===== src/verilog/mask_loader_config.svh =====
// width, count and address step definitions for the mask loader; include wherever a size is needed
`ifndef MASK_LOADER_CONFIG_SVH
`define MASK_LOADER_CONFIG_SVH

// ****************************************
// bus and memory format
// ****************************************

// byte address width on the wishbone port
`define ADDR_BITS 10
// one memory word holds three coefficients plus two spare bits
`define WORD_BITS 32
`define COEFF_BITS 10
`define COEFFS_PER_WORD 3
// bytes between consecutive words
`define WORD_BYTES 4

// ****************************************
// mask geometry
// ****************************************

// bank depth, enough for a 5x5 mask plus spare entries
`define MASK_COEFFS 27
`define COUNT_BITS 4
`define SIZE_BITS 3
// words fetched per supported mask size
`define READS_3X3 3
`define READS_5X5 9

`endif


===== src/verilog/mask_loader_pkg.sv =====
// shared types of the mask loader: vector typedefs, fsm states and the bus structs
`include "mask_loader_config.svh"

package mask_loader_pkg;

	// ****************************************
	// plain vectors
	// ****************************************

	// byte address on the bus
	typedef logic [`ADDR_BITS-1:0] mem_addr_t;
	// raw word as returned by the memory
	typedef logic [`WORD_BITS-1:0] mem_word_t;
	typedef logic [`COEFF_BITS-1:0] coeff_t;
	// whole bank, entry 0 sits in the low bits
	typedef coeff_t [`MASK_COEFFS-1:0] coeff_bank_t;
	// completed reads in the current load
	typedef logic [`COUNT_BITS-1:0] fetch_count_t;
	// mask side length, 3 or 5 supported
	typedef logic [`SIZE_BITS-1:0] mask_size_t;

	// load sequencer states
	typedef enum logic [1:0] {
		st_idle,
		st_fetch,
		st_advance,
		st_loaded
	} load_state_t;

	// ****************************************
	// grouped signals
	// ****************************************

	// load request, sampled with start
	typedef struct packed {
		mask_size_t size;
		mem_addr_t base;
	} mask_cfg_t;

	// master side of a read-only classic cycle
	typedef struct packed {
		logic cyc;
		logic stb;
		mem_addr_t adr;
	} wb_req_t;

	// slave side, dat is valid together with ack
	typedef struct packed {
		logic ack;
		mem_word_t dat;
	} wb_rsp_t;

endpackage


===== src/verilog/mask_load_fsm.sv =====
// sequencer of the mask load: drives the wishbone read cycles and the mask-valid flag
`timescale 1ns/1ps

module mask_load_fsm (
	input logic clk,
	input logic reset,
	input logic start,
	input logic ack,
	input logic final_read,
	output logic cyc,
	output logic stb,
	output logic take_word,
	output logic mask_valid,
	output logic load_begin
);

	mask_loader_pkg::load_state_t state;
	mask_loader_pkg::load_state_t state_next;

	// ****************************************
	// state register
	// ****************************************

	always_ff @(posedge clk) begin
		if (reset) begin
			state <= mask_loader_pkg::st_idle;
		end else begin
			state <= state_next;
		end
	end

	// ****************************************
	// next state
	// ****************************************

	always_comb begin
		state_next = state;
		case (state)
			mask_loader_pkg::st_idle: begin
				if (start) begin
					state_next = mask_loader_pkg::st_fetch;
				end
			end
			// read in flight, wait as long as the slave needs
			mask_loader_pkg::st_fetch: begin
				if (ack) begin
					if (final_read) begin
						state_next = mask_loader_pkg::st_loaded;
					end else begin
						state_next = mask_loader_pkg::st_advance;
					end
				end
			end
			// one idle cycle while the address steps
			mask_loader_pkg::st_advance: begin
				state_next = mask_loader_pkg::st_fetch;
			end
			// reload allowed here, not during a fetch
			mask_loader_pkg::st_loaded: begin
				if (start) begin
					state_next = mask_loader_pkg::st_fetch;
				end
			end
			default: begin
				state_next = mask_loader_pkg::st_idle;
			end
		endcase
	end

	// ****************************************
	// outputs
	// ****************************************

	// cyc and stb move together, one read outstanding at most
	assign cyc = (state == mask_loader_pkg::st_fetch);
	assign stb = (state == mask_loader_pkg::st_fetch);

	// word is accepted only while our strobe is up
	assign take_word = ack && (state == mask_loader_pkg::st_fetch);

	assign mask_valid = (state == mask_loader_pkg::st_loaded);

	// start is ignored while a load is running
	assign load_begin = start && ((state == mask_loader_pkg::st_idle) ||
		(state == mask_loader_pkg::st_loaded));

endmodule


===== src/verilog/fetch_counter.sv =====
// read bookkeeping of the mask load: bus address, completed-read count and last-read flag
`timescale 1ns/1ps
`include "mask_loader_config.svh"

module fetch_counter (
	input logic clk,
	input logic reset,
	input logic load_begin,
	input logic take_word,
	input mask_loader_pkg::mask_cfg_t cfg,
	output mask_loader_pkg::mem_addr_t adr,
	output mask_loader_pkg::fetch_count_t count,
	output logic final_read
);

	// number of words the current mask needs
	mask_loader_pkg::fetch_count_t target;
	mask_loader_pkg::fetch_count_t target_sel;

	// ****************************************
	// size to read count
	// ****************************************

	always_comb begin
		case (cfg.size)
			mask_loader_pkg::mask_size_t'(3): target_sel = mask_loader_pkg::fetch_count_t'(`READS_3X3);
			mask_loader_pkg::mask_size_t'(5): target_sel = mask_loader_pkg::fetch_count_t'(`READS_5X5);
			// unsupported sizes fetch a single word
			default: target_sel = mask_loader_pkg::fetch_count_t'(1);
		endcase
	end

	// ****************************************
	// address and count registers
	// ****************************************

	always_ff @(posedge clk) begin
		if (reset) begin
			adr <= '0;
			count <= '0;
			target <= '0;
		end else if (load_begin) begin
			// latch the request, restart counting
			adr <= cfg.base;
			count <= '0;
			target <= target_sel;
		end else if (take_word) begin
			// next word sits one word further on
			adr <= adr + mask_loader_pkg::mem_addr_t'(`WORD_BYTES);
			count <= count + 1'b1;
		end
	end

	// the read now on the bus is the last one of the mask
	assign final_read = (count == mask_loader_pkg::fetch_count_t'(target - 1'b1));

endmodule


===== src/verilog/coeff_bank.sv =====
// coefficient storage: each accepted word is split into three entries of the current group
`timescale 1ns/1ps
`include "mask_loader_config.svh"

module coeff_bank (
	input logic clk,
	input logic reset,
	input logic take_word,
	input mask_loader_pkg::fetch_count_t count,
	input mask_loader_pkg::mem_word_t dat,
	output mask_loader_pkg::coeff_bank_t coeffs
);

	mask_loader_pkg::coeff_bank_t bank;

	// ****************************************
	// group capture
	// ****************************************

	// word k fills entries 3k, 3k+1, 3k+2 from the high field down
	// the two top bits of the word carry nothing
	always_ff @(posedge clk) begin
		if (reset) begin
			bank <= '0;
		end else if (take_word) begin
			for (int i = 0; i < `MASK_COEFFS; i++) begin
				// group of entry i is decoded straight from the read count
				if (count == mask_loader_pkg::fetch_count_t'(i / `COEFFS_PER_WORD)) begin
					bank[i] <= dat[`COEFF_BITS *
						(`COEFFS_PER_WORD - 1 - (i % `COEFFS_PER_WORD)) +: `COEFF_BITS];
				end
			end
		end
	end

	// entries of other groups simply hold
	assign coeffs = bank;

endmodule


===== src/verilog/mask_loader.sv =====
// mask coefficient loader top: wishbone read master feeding a 27-entry coefficient bank
`timescale 1ns/1ps

module mask_loader (
	input logic clk,
	input logic reset,
	input logic start,
	input mask_loader_pkg::mask_cfg_t cfg,
	input mask_loader_pkg::wb_rsp_t wb_rsp,
	output mask_loader_pkg::wb_req_t wb_req,
	output logic mask_valid,
	output mask_loader_pkg::coeff_bank_t coeffs
);

	// ****************************************
	// internal nets
	// ****************************************

	logic cyc;
	logic stb;
	mask_loader_pkg::mem_addr_t adr;
	// ack seen during a fetch
	logic take_word;
	logic final_read;
	// start accepted by the sequencer
	logic load_begin;
	// completed reads, selects the bank group
	mask_loader_pkg::fetch_count_t count;

	// ****************************************
	// sequencer
	// ****************************************

	mask_load_fsm u_fsm (
		.clk(clk),
		.reset(reset),
		.start(start),
		.ack(wb_rsp.ack),
		.final_read(final_read),
		.cyc(cyc),
		.stb(stb),
		.take_word(take_word),
		.mask_valid(mask_valid),
		.load_begin(load_begin)
	);

	// address and read count
	fetch_counter u_counter (
		.clk(clk),
		.reset(reset),
		.load_begin(load_begin),
		.take_word(take_word),
		.cfg(cfg),
		.adr(adr),
		.count(count),
		.final_read(final_read)
	);

	// unpacking into the bank
	coeff_bank u_bank (
		.clk(clk),
		.reset(reset),
		.take_word(take_word),
		.count(count),
		.dat(wb_rsp.dat),
		.coeffs(coeffs)
	);

	// bus request gathered from fsm and counter
	assign wb_req = '{cyc: cyc, stb: stb, adr: adr};

endmodule


===== config.mk =====
export PLATFORM = sky130hd
export DESIGN_NAME = mask_loader
export DESIGN_NICKNAME = d
export VERILOG_FILES = /design/src/verilog/mask_loader_pkg.sv /design/src/verilog/mask_load_fsm.sv /design/src/verilog/fetch_counter.sv /design/src/verilog/coeff_bank.sv /design/src/verilog/mask_loader.sv
export VERILOG_INCLUDE_DIRS = /design/src /design/src/verilog
export SDC_FILE = /design/constraint.sdc
export NUM_CORES = 1
export LEC_CHECK = 0
export BUFFER_PORTS_ARGS = -buffer_cell sky130_fd_sc_hd__buf_2
export CELL_PAD_IN_SITES_DETAIL_PLACEMENT = 0
export CELL_PAD_IN_SITES_GLOBAL_PLACEMENT = 2
export CORE_MARGIN = 5
export CORE_UTILIZATION = 32
export CTS_CLUSTER_SIZE = 24
export DETAILED_ROUTE_END_ITERATION = 10
export MAX_ROUTING_LAYER = met4
export PLACE_DENSITY_LB_ADDON = 0.25
export RECOVER_POWER = 100
export SYNTH_ARGS = -nofsm -noshare
export SYNTH_HDL_FRONTEND = slang
export SYNTH_HIERARCHICAL = 1
export SYNTH_SLANG_ARGS = --single-unit
export TNS_END_PERCENT = 5

===== constraint.sdc =====
create_clock -name clk -period 2.76 [get_ports clk]
set_input_delay 0.138 -clock clk [delete_from_list [all_inputs] [get_ports clk]]
set_output_delay 0.138 -clock clk [all_outputs]
set_load 0.05 [all_outputs]

# == After elaboration in Yosys (flattened, before gate mapping) ==
# Index checks and enable logic that the tools add are counted.
# op_classes
add_sub_neg,3
muxes,7
reduce_logical,18
eq_ne,16
# ops
cell,n
10-bit 2-to-1 mux,2
2-bit AND reduction,10
4-bit by 3-bit == test with 1-bit output (second input constant),4
10-bit by 3-bit adder with 10-bit output (second input constant),1
4-bit by 2-bit == test with 1-bit output (second input constant),2
4-bit one-hot mux with 2 select lines,1
2-bit one-hot mux with 3 select lines,1
4-bit by 1-bit adder with 4-bit output (second input constant),1
2-bit == test (second input constant),2
4-bit by 1-bit == test with 1-bit output (second input constant),1
4-bit == test,1
4-bit == test (second input constant),1
4-bit zero test,1
2-bit 2-to-1 mux,2
2-bit OR reduction,2
4-bit by 1-bit subtractor with 4-bit output (second input constant),1
3-bit by 2-bit == test with 1-bit output (second input constant),1
3-bit == test (second input constant),1
2-bit by 1-bit == test with 1-bit output (second input constant),1
1-bit logical AND,2
2-bit zero test,1
2-bit by 1-bit != test with 1-bit output (second input constant),1
2-bit != test (second input constant),1
2-bit nonzero test,1
other kinds (2),2
# word_totals
reg_bits,290
word_cells,75
out_inout_bits,283
inputBits,49

# == Longest topological paths before layout ==
# Gate-level depths: netlist (run 1).
# depth
word_depth,5
depth_mapped,8
ltp_nobuf,6

# == Cells and area by module ==
# Netlist (run 1), hierarchy kept.
# modules_own_cells
mod,n_inst,cells_each,seq_area_each_um2,area_per_inst_um2
coeff_bank,1,947,5405.2,10498.8
fetch_counter,1,94,340.3,863.3
mask_load_fsm,1,19,40.0,191.4
mask_loader,1,2,0.0,15.0

# == Worst setup path before layout (run 1) ==
# Ideal clock, no wire load.
# synth_path
path_type,register to register
startpoint,register u_fsm.state[1]
endpoint,register u_counter.adr[9]
period_less_slack_ns,1.956
arrival_time_ns,1.877
setup_time_ns,0.079
path_stages_with_launch,8
t_required_ns,2.681
path_buffers,1
setup_slack_ns,0.804
cell_sequence,dfxtp_1 inv_1 ha_1 and2_1 buf_6 or3b_1 or4_1 o211ai_1
# synth_via
elab_chain_cells,4
elab_cells_between_ends,8
classes_between,eq/ne: 2; mux: 1; reduce/logical: 5
# synth_rtl
item,line,source
start: declaration,mask_load_fsm.sv:17,mask_loader_pkg::load_state_t state;
start signal: assignment,mask_load_fsm.sv:26,state <= mask_loader_pkg::st_idle;
start signal: assignment,mask_load_fsm.sv:28,state <= state_next;
2-bit == test / 2-bit zero test (equally long branches),"mask_load_fsm.sv:85, mask_load_fsm.sv:84",
1-bit logical OR (*),mask_load_fsm.sv:84,assign load_begin = start && ((state == mask_loader_pkg::st_idle) ||
1-bit logical AND (*),mask_load_fsm.sv:84,
named net load_begin,mask_loader.sv:26,logic load_begin;
10-bit 2-to-1 mux / 2-bit nonzero test (equally long branches),--,
end signal: assignment,fetch_counter.sv:44,adr <= cfg.base;
end signal: assignment,fetch_counter.sv:49,adr <= adr + mask_loader_pkg::mem_addr_t'(`WORD_BYTES);
end: declaration,fetch_counter.sv:11,"output mask_loader_pkg::mem_addr_t adr,"
# The timed path passes the listed nets; every way through them passes the cells marked *.
# A chain may end at the register's enable or synchronous reset.

# == Worst setup path in the final report (run 1) ==
# layout_path
startpoint,register u_fsm.state[1]
endpoint,register u_counter.adr[9]
# layout_via
elab_cells_between_ends,8
classes_between,eq/ne: 2; mux: 1; reduce/logical: 5
# layout_lines
item,line,source
2-bit by 1-bit == test with 1-bit output,mask_load_fsm.sv:79,assign take_word = ack && (state == mask_loader_pkg::st_fetch);
1-bit logical AND,mask_load_fsm.sv:79,
named net take_word,mask_loader.sv:23,logic take_word;
2-bit nonzero test (no line),--,
# The timed path passes the listed nets, and every way through them passes these cells.

==> qor.txt, run 1 <==
=========================================================================================
Number of synthesized flops with an enable pin                                          0
HP Start                                                                            start
Run status                                                                      completed
Largest net degree at the start of global routing                                     154
Detail-routed via count per cell                                                    4.503
Syn nets                                                                             1117
Total DRC errors in the routed layout                                                   0
Register bit total from synthesis                                                     289
Setup repair after global routing missed its margin                                 false
Wire length of the first global-routing pass                                     53.74 mm
Num CTS Buffers                                                                        35
Total number of placement rows                                                         69
Detailed router's first-iteration violation count                                     287
CP Data Arrival Time                                                              2.84 ns
Placeable core region                                                           35660 um2
CTS tree                                                                             done
Crit. Startpoint                                                             u_fsm/state[1]
Final WL                                                                         35.24 mm
CTS H-tree lvls                                                                         2
Worst-case clock skew                                                          0.01164 ns
Commonest register cell after synthesis                                      sky130_fd_sc_hd__dfxtp_1
Worst-Margin Slew                                                               0.9709 ns
Max Transition Viols Final                                                              0
R2R setup slack                                                                   0.34 ns
Achievable clock frequency                                                      413.5 MHz
Dpl hpwl                                                                         23.52 mm
Clock network fraction of total power                                               0.438
Switching Power                                                                   2823 uW
Hold Path Stages                                                                        3
Fraction of power consumed by sequential logic                                      0.427
Min Clock Period, post-route                                                     2.418 ns
Final hold vios                                                                         0
Root Buffer Master                                                           sky130_fd_sc_hd__clkbuf_16
Clk slew on worst S/H paths                                                       0.06 ns
Number of distinct library cells after synthesis                                       39
Die area                                                                        40050 um2
Vias in the first global route                                                       8692
Slew HR                                                                            0.3527
Max-Cap Viols                                                                           0
Count of nets left with antenna violations after detail routing                         0
Hold worst-path end                                                          u_fsm/state[1]
Worst-path cell with the longest stage delay                                 sky130_fd_sc_hd__or4_1
Y dimension of the die                                                           200.1 um
Detailed-routing iteration count for the pre-antenna-repair pass                        4
Cell taking the most area after synthesis                                    sky130_fd_sc_hd__dfxtp_1
Buffers and inverters on the worst path                                                 2
Cell count after synthesis                                                           1062
Crit path required time                                                           3.18 ns
Remaining global-route overflow                                                         0
Final cycle utilization of the critical path                                       0.8762
Ranking of synthesized cells by instance count                               300 x sky130_fd_sc_hd__nand2b_1, 289 x sky130_fd_sc_hd__dfxtp_1, 275 x sky130_fd_sc_hd__mux2i_1, 57 x sky130_fd_sc_hd__clkbuf_1, 27 x sky130_fd_sc_hd__buf_2
Maximum vdd ir drop                                                              420.5 uV
Portion of total power attributed to combinational logic                            0.135
Share of the yosys chip area belonging to registers                                0.5001
Post-synthesis area per instance                                                10.89 um2
Biggest fanout along the worst timing path                                             10
Growth of design area from synthesis to finish                                     25.09%
Cell family with the largest share of critical-path delay                    simple AND/OR/NAND/NOR gates
Largest incremental delay on the critical path                                    0.51 ns
Area of the multi-input gates                                                    5299 um2
Total via count in the routed design                                                 8353
Pleak                                                                         0.006713 uW
Critical path launch point type                                                  register
Dominant cell by count in the synthesized netlist                            sky130_fd_sc_hd__nand2b_1
Routability-driven placement congestion ratio                                      0.7202
Proportion of register bits with asynchronous set or reset after synthesis              0
CP Class                                                                       reg -> reg
Horiz. Die Dim                                                                   200.1 um
Number of primary I/O pins                                                            332
Final antenna diode count                                                               0
Number of nets in the finished design                                                1423
Count of endpoints failing setup in the final report                                    0
Reg-to-Reg Start                                                             u_fsm/state[1]
Number of antenna violations at the first check in global routing                       0
Global routing usage summed across all routing layers                              0.1730
Share of final-layout standard cells stronger than drive strength 1               0.09469
Reg-to-reg critical path endpoint                                            u_counter/adr[9]
Per-cell routed wire length                                                      19.00 um
Number of sinks on the clock net                                                      289
Class of the most critical hold timing path                                     in -> reg
Top cells by area in the synthesized netlist                                 sky130_fd_sc_hd__dfxtp_1 50%, sky130_fd_sc_hd__mux2i_1 24%, sky130_fd_sc_hd__nand2b_1 16%
Tightest hold margin                                                           0.02789 ns
Cell count of the worst reg-to-reg path                                                 7
Flip-flop and latch area                                                         5786 um2
Buffer depth of the longest clock path                                                  3
Count of port buffers added during placement                                          329
Total power density per cell area                                            713.8 nW/um2
Area fraction of the dominant cell type after synthesis                            0.5001
Worst skew pair latency                                                           0.50 ns
Worst setup EP type                                                              register
Total power consumption of the routed design                                     10330 uW
Initial cell density of the core                                                   0.3245
Cells traversed along the worst timing path                                  inv_1 > ha_1 > and2_0 > buf_4 > or3b_1 > or4_1 > o211ai_1
Synthesis warning total                                                                 6
# fillers                                                                            3649
Switching part of the total power                                                  0.2733
Synthesized cell area                                                           11570 um2
Internal power of the cells                                                       7506 uW
Total negative slack                                                                 0 ns
=========================================================================================
cells in the final DEF, fill, tap and decap left out, drive strengths merged, types with 3 or more instances in the layout:
| cell | count |
|---|---|
| a211oi | 5 |
| a21oi | 5 |
| and2 | 4 |
| buf | 58 |
| clkbuf | 352 |
| clkinv | 6 |
| dfxtp | 289 |
| dlygate4sd3 | 15 |
| ha | 6 |
| inv | 7 |
| mux2i | 275 |
| nand2 | 10 |
| nand2b | 300 |
| nand3 | 4 |
| nand4 | 4 |
| nand4b | 3 |
| nor2 | 9 |
| nor2b | 6 |
| nor3 | 4 |
| nor3b | 4 |
| o211ai | 4 |
| xnor2 | 3 |
| xor2 | 7 |
sequential cells by signal, summed over array words and instances, names as in the netlist:
name	flops
u_bank/coeffs	270
u_counter/adr	10
u_counter/count	4
u_counter/target	3
u_fsm/state	2
cell families (layout without fill, tap and decap cells):
| group | after synthesis | in the layout | share of synthesized area |
|---|---|---|---|
| and+or+nand+nor | 356 | 356 | 0.1920 |
| DFF | 289 | 289 | 0.5001 |
| muxes | 276 | 276 | 0.2389 |
| buffers and inverters | 106 | 438 | 0.04250 |
| AOI/OAI and AO/OA | 19 | 19 | 0.01244 |
| xor gates and xnor gates | 10 | 10 | 0.007571 |
| adders and majority gates | 6 | 6 | 0.006489 |
power groups by stage:
stage                     Clock [uW]  Sequential (uW)  Combinational (uW)
after global placement             0             4500                1440
final                           4520             4410                1390
after global routing            4850             4430                1490
after CTS                       4680             4410                1460
after detailed placement           0             4500                1440
after floorplan                    0             4870                 727
worst max path at each step:
stage	slack, ns	endpoint	cells after the start
6_report	0.34	u_counter/adr[9]	7
5_1_grt	0.15	u_counter/adr[9]	7
4_1_cts	0.45	u_counter/adr[9]	6
3_5_place_dp	0.47	u_counter/adr[9]	6
3_3_place_gp	0.51	u_counter/adr[9]	7
2_1_floorplan	0.80	u_counter/adr[9]	7
layout make-up:
type,instances,area share
clock buffer,57,0.07747
clock inverter,6,0.002507
inverter,7,0.001816
multi-input combinational,667,0.3662
sequential,289,0.3998
tap,461,0.03986
timing repair buffer,368,0.1124
tightest hold or removal path, delay by kind of cell:
| family | cells | cell delay, ns |
|---|---|---|
| compound gates | 1 | 0.08 |
| simple gates | 1 | 0.15 |
| buf+inv | 1 | 0.12 |
routing by layer:
layer	track usage	wire length, um
met5	-	0
met4	0.04082	686
met3	0.04803	2242
met2	0.2833	16600
met1	0.2141	15710
stage by stage:
step                utilization  std cells  setup slack, ns  instance area [um2]
floorplan                     -       1062           0.8043                11570
global placement         0.3806       1777           0.5108                13570
detailed placement       0.3806       1777           0.4676                13570
CTS                      0.4173       1855           0.4509                14880
global route             0.4059       1855           0.1533                14470
finish                   0.4059       1855           0.3418                14470
timing repair:
item / 4_1_cts / 5_1_grt
resized for setup: 0 / 0
hold endpoints to repair: 13 / 0
setup buffers: 0 / 0
hold buffers: 15 / 0
(Power assumes the default switching activity.)
==> run 2, diff against run 1 <==
--- a/config.mk
+++ b/config.mk
@@ -9,8 +9,9 @@
 export BUFFER_PORTS_ARGS = -buffer_cell sky130_fd_sc_hd__buf_2
 export CELL_PAD_IN_SITES_DETAIL_PLACEMENT = 0
 export CELL_PAD_IN_SITES_GLOBAL_PLACEMENT = 2
+export CORE_ASPECT_RATIO = 1.4
 export CORE_MARGIN = 5
-export CORE_UTILIZATION = 32
+export CORE_UTILIZATION = 29
 export CTS_CLUSTER_SIZE = 24
 export DETAILED_ROUTE_END_ITERATION = 10
 export MAX_ROUTING_LAYER = met4
@@ -18,6 +19,5 @@
 export RECOVER_POWER = 100
 export SYNTH_ARGS = -nofsm -noshare
 export SYNTH_HDL_FRONTEND = slang
-export SYNTH_HIERARCHICAL = 1
 export SYNTH_SLANG_ARGS = --single-unit
 export TNS_END_PERCENT = 5
==> run 2 against run 1 <==
Compared with the run above:
- first-iteration DRC count is 100% higher
- total power is 14% lower
- wire length up 18%
- via count rose by 16%
- core utilization is 5.0 points lower
- largest cell class unchanged
- count of clock-buffer cells in the layout is 9 lower
- worst setup slack improved by 0.14 ns
- synthesized cell count grew 26%
- critical path depth down 1
- highest routed layer unchanged
- design area down 7.6%
==> qor.txt, run 2 <==
=========================================================================================
Count of nets left with antenna violations after detail routing                         0
Final WL                                                                         41.51 mm
Hold Path Stages                                                                        2
CP Data Arrival Time                                                              2.69 ns
Max Transition Viols Final                                                              0
Number of distinct library cells after synthesis                                       36
Growth of design area from synthesis to finish                                     21.64%
Area fraction of the dominant cell type after synthesis                            0.5264
Worst setup timing slack at the placement stage                                 0.6165 ns
Final antenna diode count                                                               0
Class of the most critical hold timing path                                     in -> reg
Achievable clock frequency                                                      438.6 MHz
Reg-to-Reg Start                                                             u_fsm.state[1]
Total via count in the routed design                                                 9681
Pleak                                                                         0.004401 uW
Share of final-layout standard cells stronger than drive strength 1               0.07627
Max FFs per register                                                                  270
Horiz. Die Dim                                                                   174.5 um
Top cells by area in the synthesized netlist                                 sky130_fd_sc_hd__dfxtp_1 53%, sky130_fd_sc_hd__nand2_1 19%, sky130_fd_sc_hd__a21oi_1 11%
Biggest fanout along the worst timing path                                             30
CP Class                                                                       reg -> reg
Per-cell routed wire length                                                      19.54 um
Cell taking the most area after synthesis                                    sky130_fd_sc_hd__dfxtp_1
Dominant cell by count in the synthesized netlist                            sky130_fd_sc_hd__nand2_1
Total DRC errors in the routed layout                                                   0
Detailed-routing iteration count for the pre-antenna-repair pass                        4
Cell count after synthesis                                                           1335
Slew HR                                                                            0.1326
Ranking of synthesized cells by instance count                               562 x sky130_fd_sc_hd__nand2_1, 289 x sky130_fd_sc_hd__dfxtp_1, 247 x sky130_fd_sc_hd__a21oi_1, 37 x sky130_fd_sc_hd__buf_2, 30 x sky130_fd_sc_hd__clkbuf_1
Buffer depth of the longest clock path                                                  3
Worst skew pair latency                                                           0.56 ns
Hold worst-path end                                                          u_bank.coeffs[187]
Y dimension of the die                                                           240.3 um
Min Clock Period, post-route                                                     2.280 ns
Remaining global-route overflow                                                         0
Dpl hpwl                                                                         27.38 mm
Count of port buffers added during placement                                          329
Vias in the first global route                                                       8877
Buffers inserted during post-CTS setup optimization                                     0
Area of the multi-input gates                                                    4138 um2
Number of synthesized flops with an enable pin                                          0
# fillers                                                                            4076
Register bit total from synthesis                                                     289
Cell count of the worst reg-to-reg path                                                 6
R2R setup slack                                                                   0.48 ns
Max-Cap Viols                                                                           0
Count of endpoints failing setup in the final report                                    0
Fin worst setup slack                                                           0.4800 ns
Root Buffer Master                                                           sky130_fd_sc_hd__clkbuf_16
Worst-Margin Slew                                                                1.298 ns
Initial cell density of the core                                                   0.2929
Most common cell after layout, fill and taps aside                           sky130_fd_sc_hd__nand2_1
Util after Layout                                                                  0.3563
Final cycle utilization of the critical path                                       0.8261
Most frequent cells in the layout                                            562 x sky130_fd_sc_hd__nand2_1, 297 x sky130_fd_sc_hd__clkbuf_1, 289 x sky130_fd_sc_hd__dfxtp_1, 260 x sky130_fd_sc_hd__a21oi_1, 46 x sky130_fd_sc_hd__dlygate4sd3_1
Global routing usage summed across all routing layers                              0.1899
Total number of placement rows                                                         84
Die area                                                                        41950 um2
Placeable core region                                                           37520 um2
Worst-case clock skew                                                         0.009794 ns
CTS H-tree lvls                                                                         1
HP Start                                                                            reset
CTS tree                                                                             done
Critical path launch point type                                                  register
Reg-to-reg critical path endpoint                                            u_bank.coeffs[243]
Post-synthesis area per instance                                                8.233 um2
Final hold vios                                                                         0
Synthesis warning total                                                                 0
Total negative slack                                                                 0 ns
Number of resized instances in the post-cts repair step                                 0
Proportion of register bits with asynchronous set or reset after synthesis              0
Number of primary I/O pins                                                            332
Largest net degree at the start of global routing                                      83
Detail-routed via count per cell                                                    4.556
Number of sinks on the clock net                                                      289
Worst setup EP type                                                              register
Routability-driven placement congestion ratio                                      0.7687
Clk slew on worst S/H paths                                                       0.06 ns
Synthesized cell area                                                           10990 um2
Total power density per cell area                                            667.5 nW/um2
Detailed router's first-iteration violation count                                     587
Commonest register cell after synthesis                                      sky130_fd_sc_hd__dfxtp_1
Num CTS Buffers                                                                        30
Number of antenna violations at the first check in global routing                       0
Run status                                                                      completed
Number of nets in the finished design                                                1689
Crit path required time                                                           3.17 ns
Flip-flop and latch area                                                         5786 um2
Maximum vdd ir drop                                                              476.0 uV
Setup repair after global routing missed its margin                                 false
Share of the yosys chip area belonging to registers                                0.5264
Wire length of the first global-routing pass                                     59.36 mm
Syn nets                                                                             1392
=========================================================================================
## run 2: worst max-delay path by stage
stage	from	endpoint	slack, ns	cells past startpoint
6_report	u_fsm.state[1]	u_bank.coeffs[243]	0.48	6
5_1_grt	u_fsm.state[1]	u_bank.coeffs[17]	0.23	7
4_1_cts	u_fsm.state[1]	u_counter.target[1]	0.51	7
3_5_place_dp	u_fsm.state[0]	u_bank.coeffs[134]	0.62	6
3_3_place_gp	u_fsm.state[1]	u_bank.coeffs[127]	0.64	7
2_1_floorplan	u_fsm.state[1]	u_counter.adr[6]	1.21	8
## run 2: power by group
part           leakage, uW  total (uW)  internal (uW)  switching, uW
clock network     0.000454        3870           2210           1670
logic              0.00162         770            184            586
registers          0.00233        4280           4240           46.4
total              0.00440        8920           6630           2300
## run 2: logic make-up (layout without fill, tap and decap cells)
kind of cell	count (synthesis)	after routing	synth area share
simple gates	606	606	0.2168
flops	289	289	0.5264
compound gates	286	286	0.1431
buf+inv	131	448	0.09244
xor+xnor	13	13	0.01036
fa+ha+maj	8	8	0.009108
mux	2	2	0.001822
## run 2: layout make-up
cell class                      count  area share
Clock buffer                       48     0.06729
Clock inverter                      4    0.001497
Inverter                            6    0.001685
Tap cell                          473     0.04427
Multi-Input combinational cell    915      0.3095
Sequential cell                   289      0.4328
Timing Repair Buffer              390      0.1430
## run 2: worst max-delay path, cell delays in order (launching register included)
cell and delay (ns):
sky130_fd_sc_hd__dfxtp_1 0.32, sky130_fd_sc_hd__inv_1 0.07, sky130_fd_sc_hd__ha_1 0.16, sky130_fd_sc_hd__clkbuf_1 0.42
sky130_fd_sc_hd__nand3_2 0.80, sky130_fd_sc_hd__nand2_1 0.27, sky130_fd_sc_hd__a21oi_1 0.09
## run 2: repair_timing
item	CTS	global route
endpoints found under the hold margin	283	0
endpoints found under the setup margin	0	0
hold buffers	46	0
## run 2: through the flow
step	hold WS (ns)	cells	total power, uW	cell area, um2
6_report	0.01354	2125	8923	13370
5_1_grt	0.04142	2125	9287	13370
4_1_cts	0.004485	2125	9098	13810
3_5_place_dp	0.3893	2027	5134	12430
3_3_place_gp	0.3794	2027	5129	12430
2_1_floorplan	0.2740	1335	4929	10990
## run 2: layer usage
metal / track usage / vias to the layer above / routed length, um
li1: - / 4859 / -
met1: 0.2259 / 4519 / 16900
met2: 0.3328 / 270 / 21480
met3: 0.03853 / 33 / 2455
met4: 0.04359 / 0 / 683
met5: - / - / 0
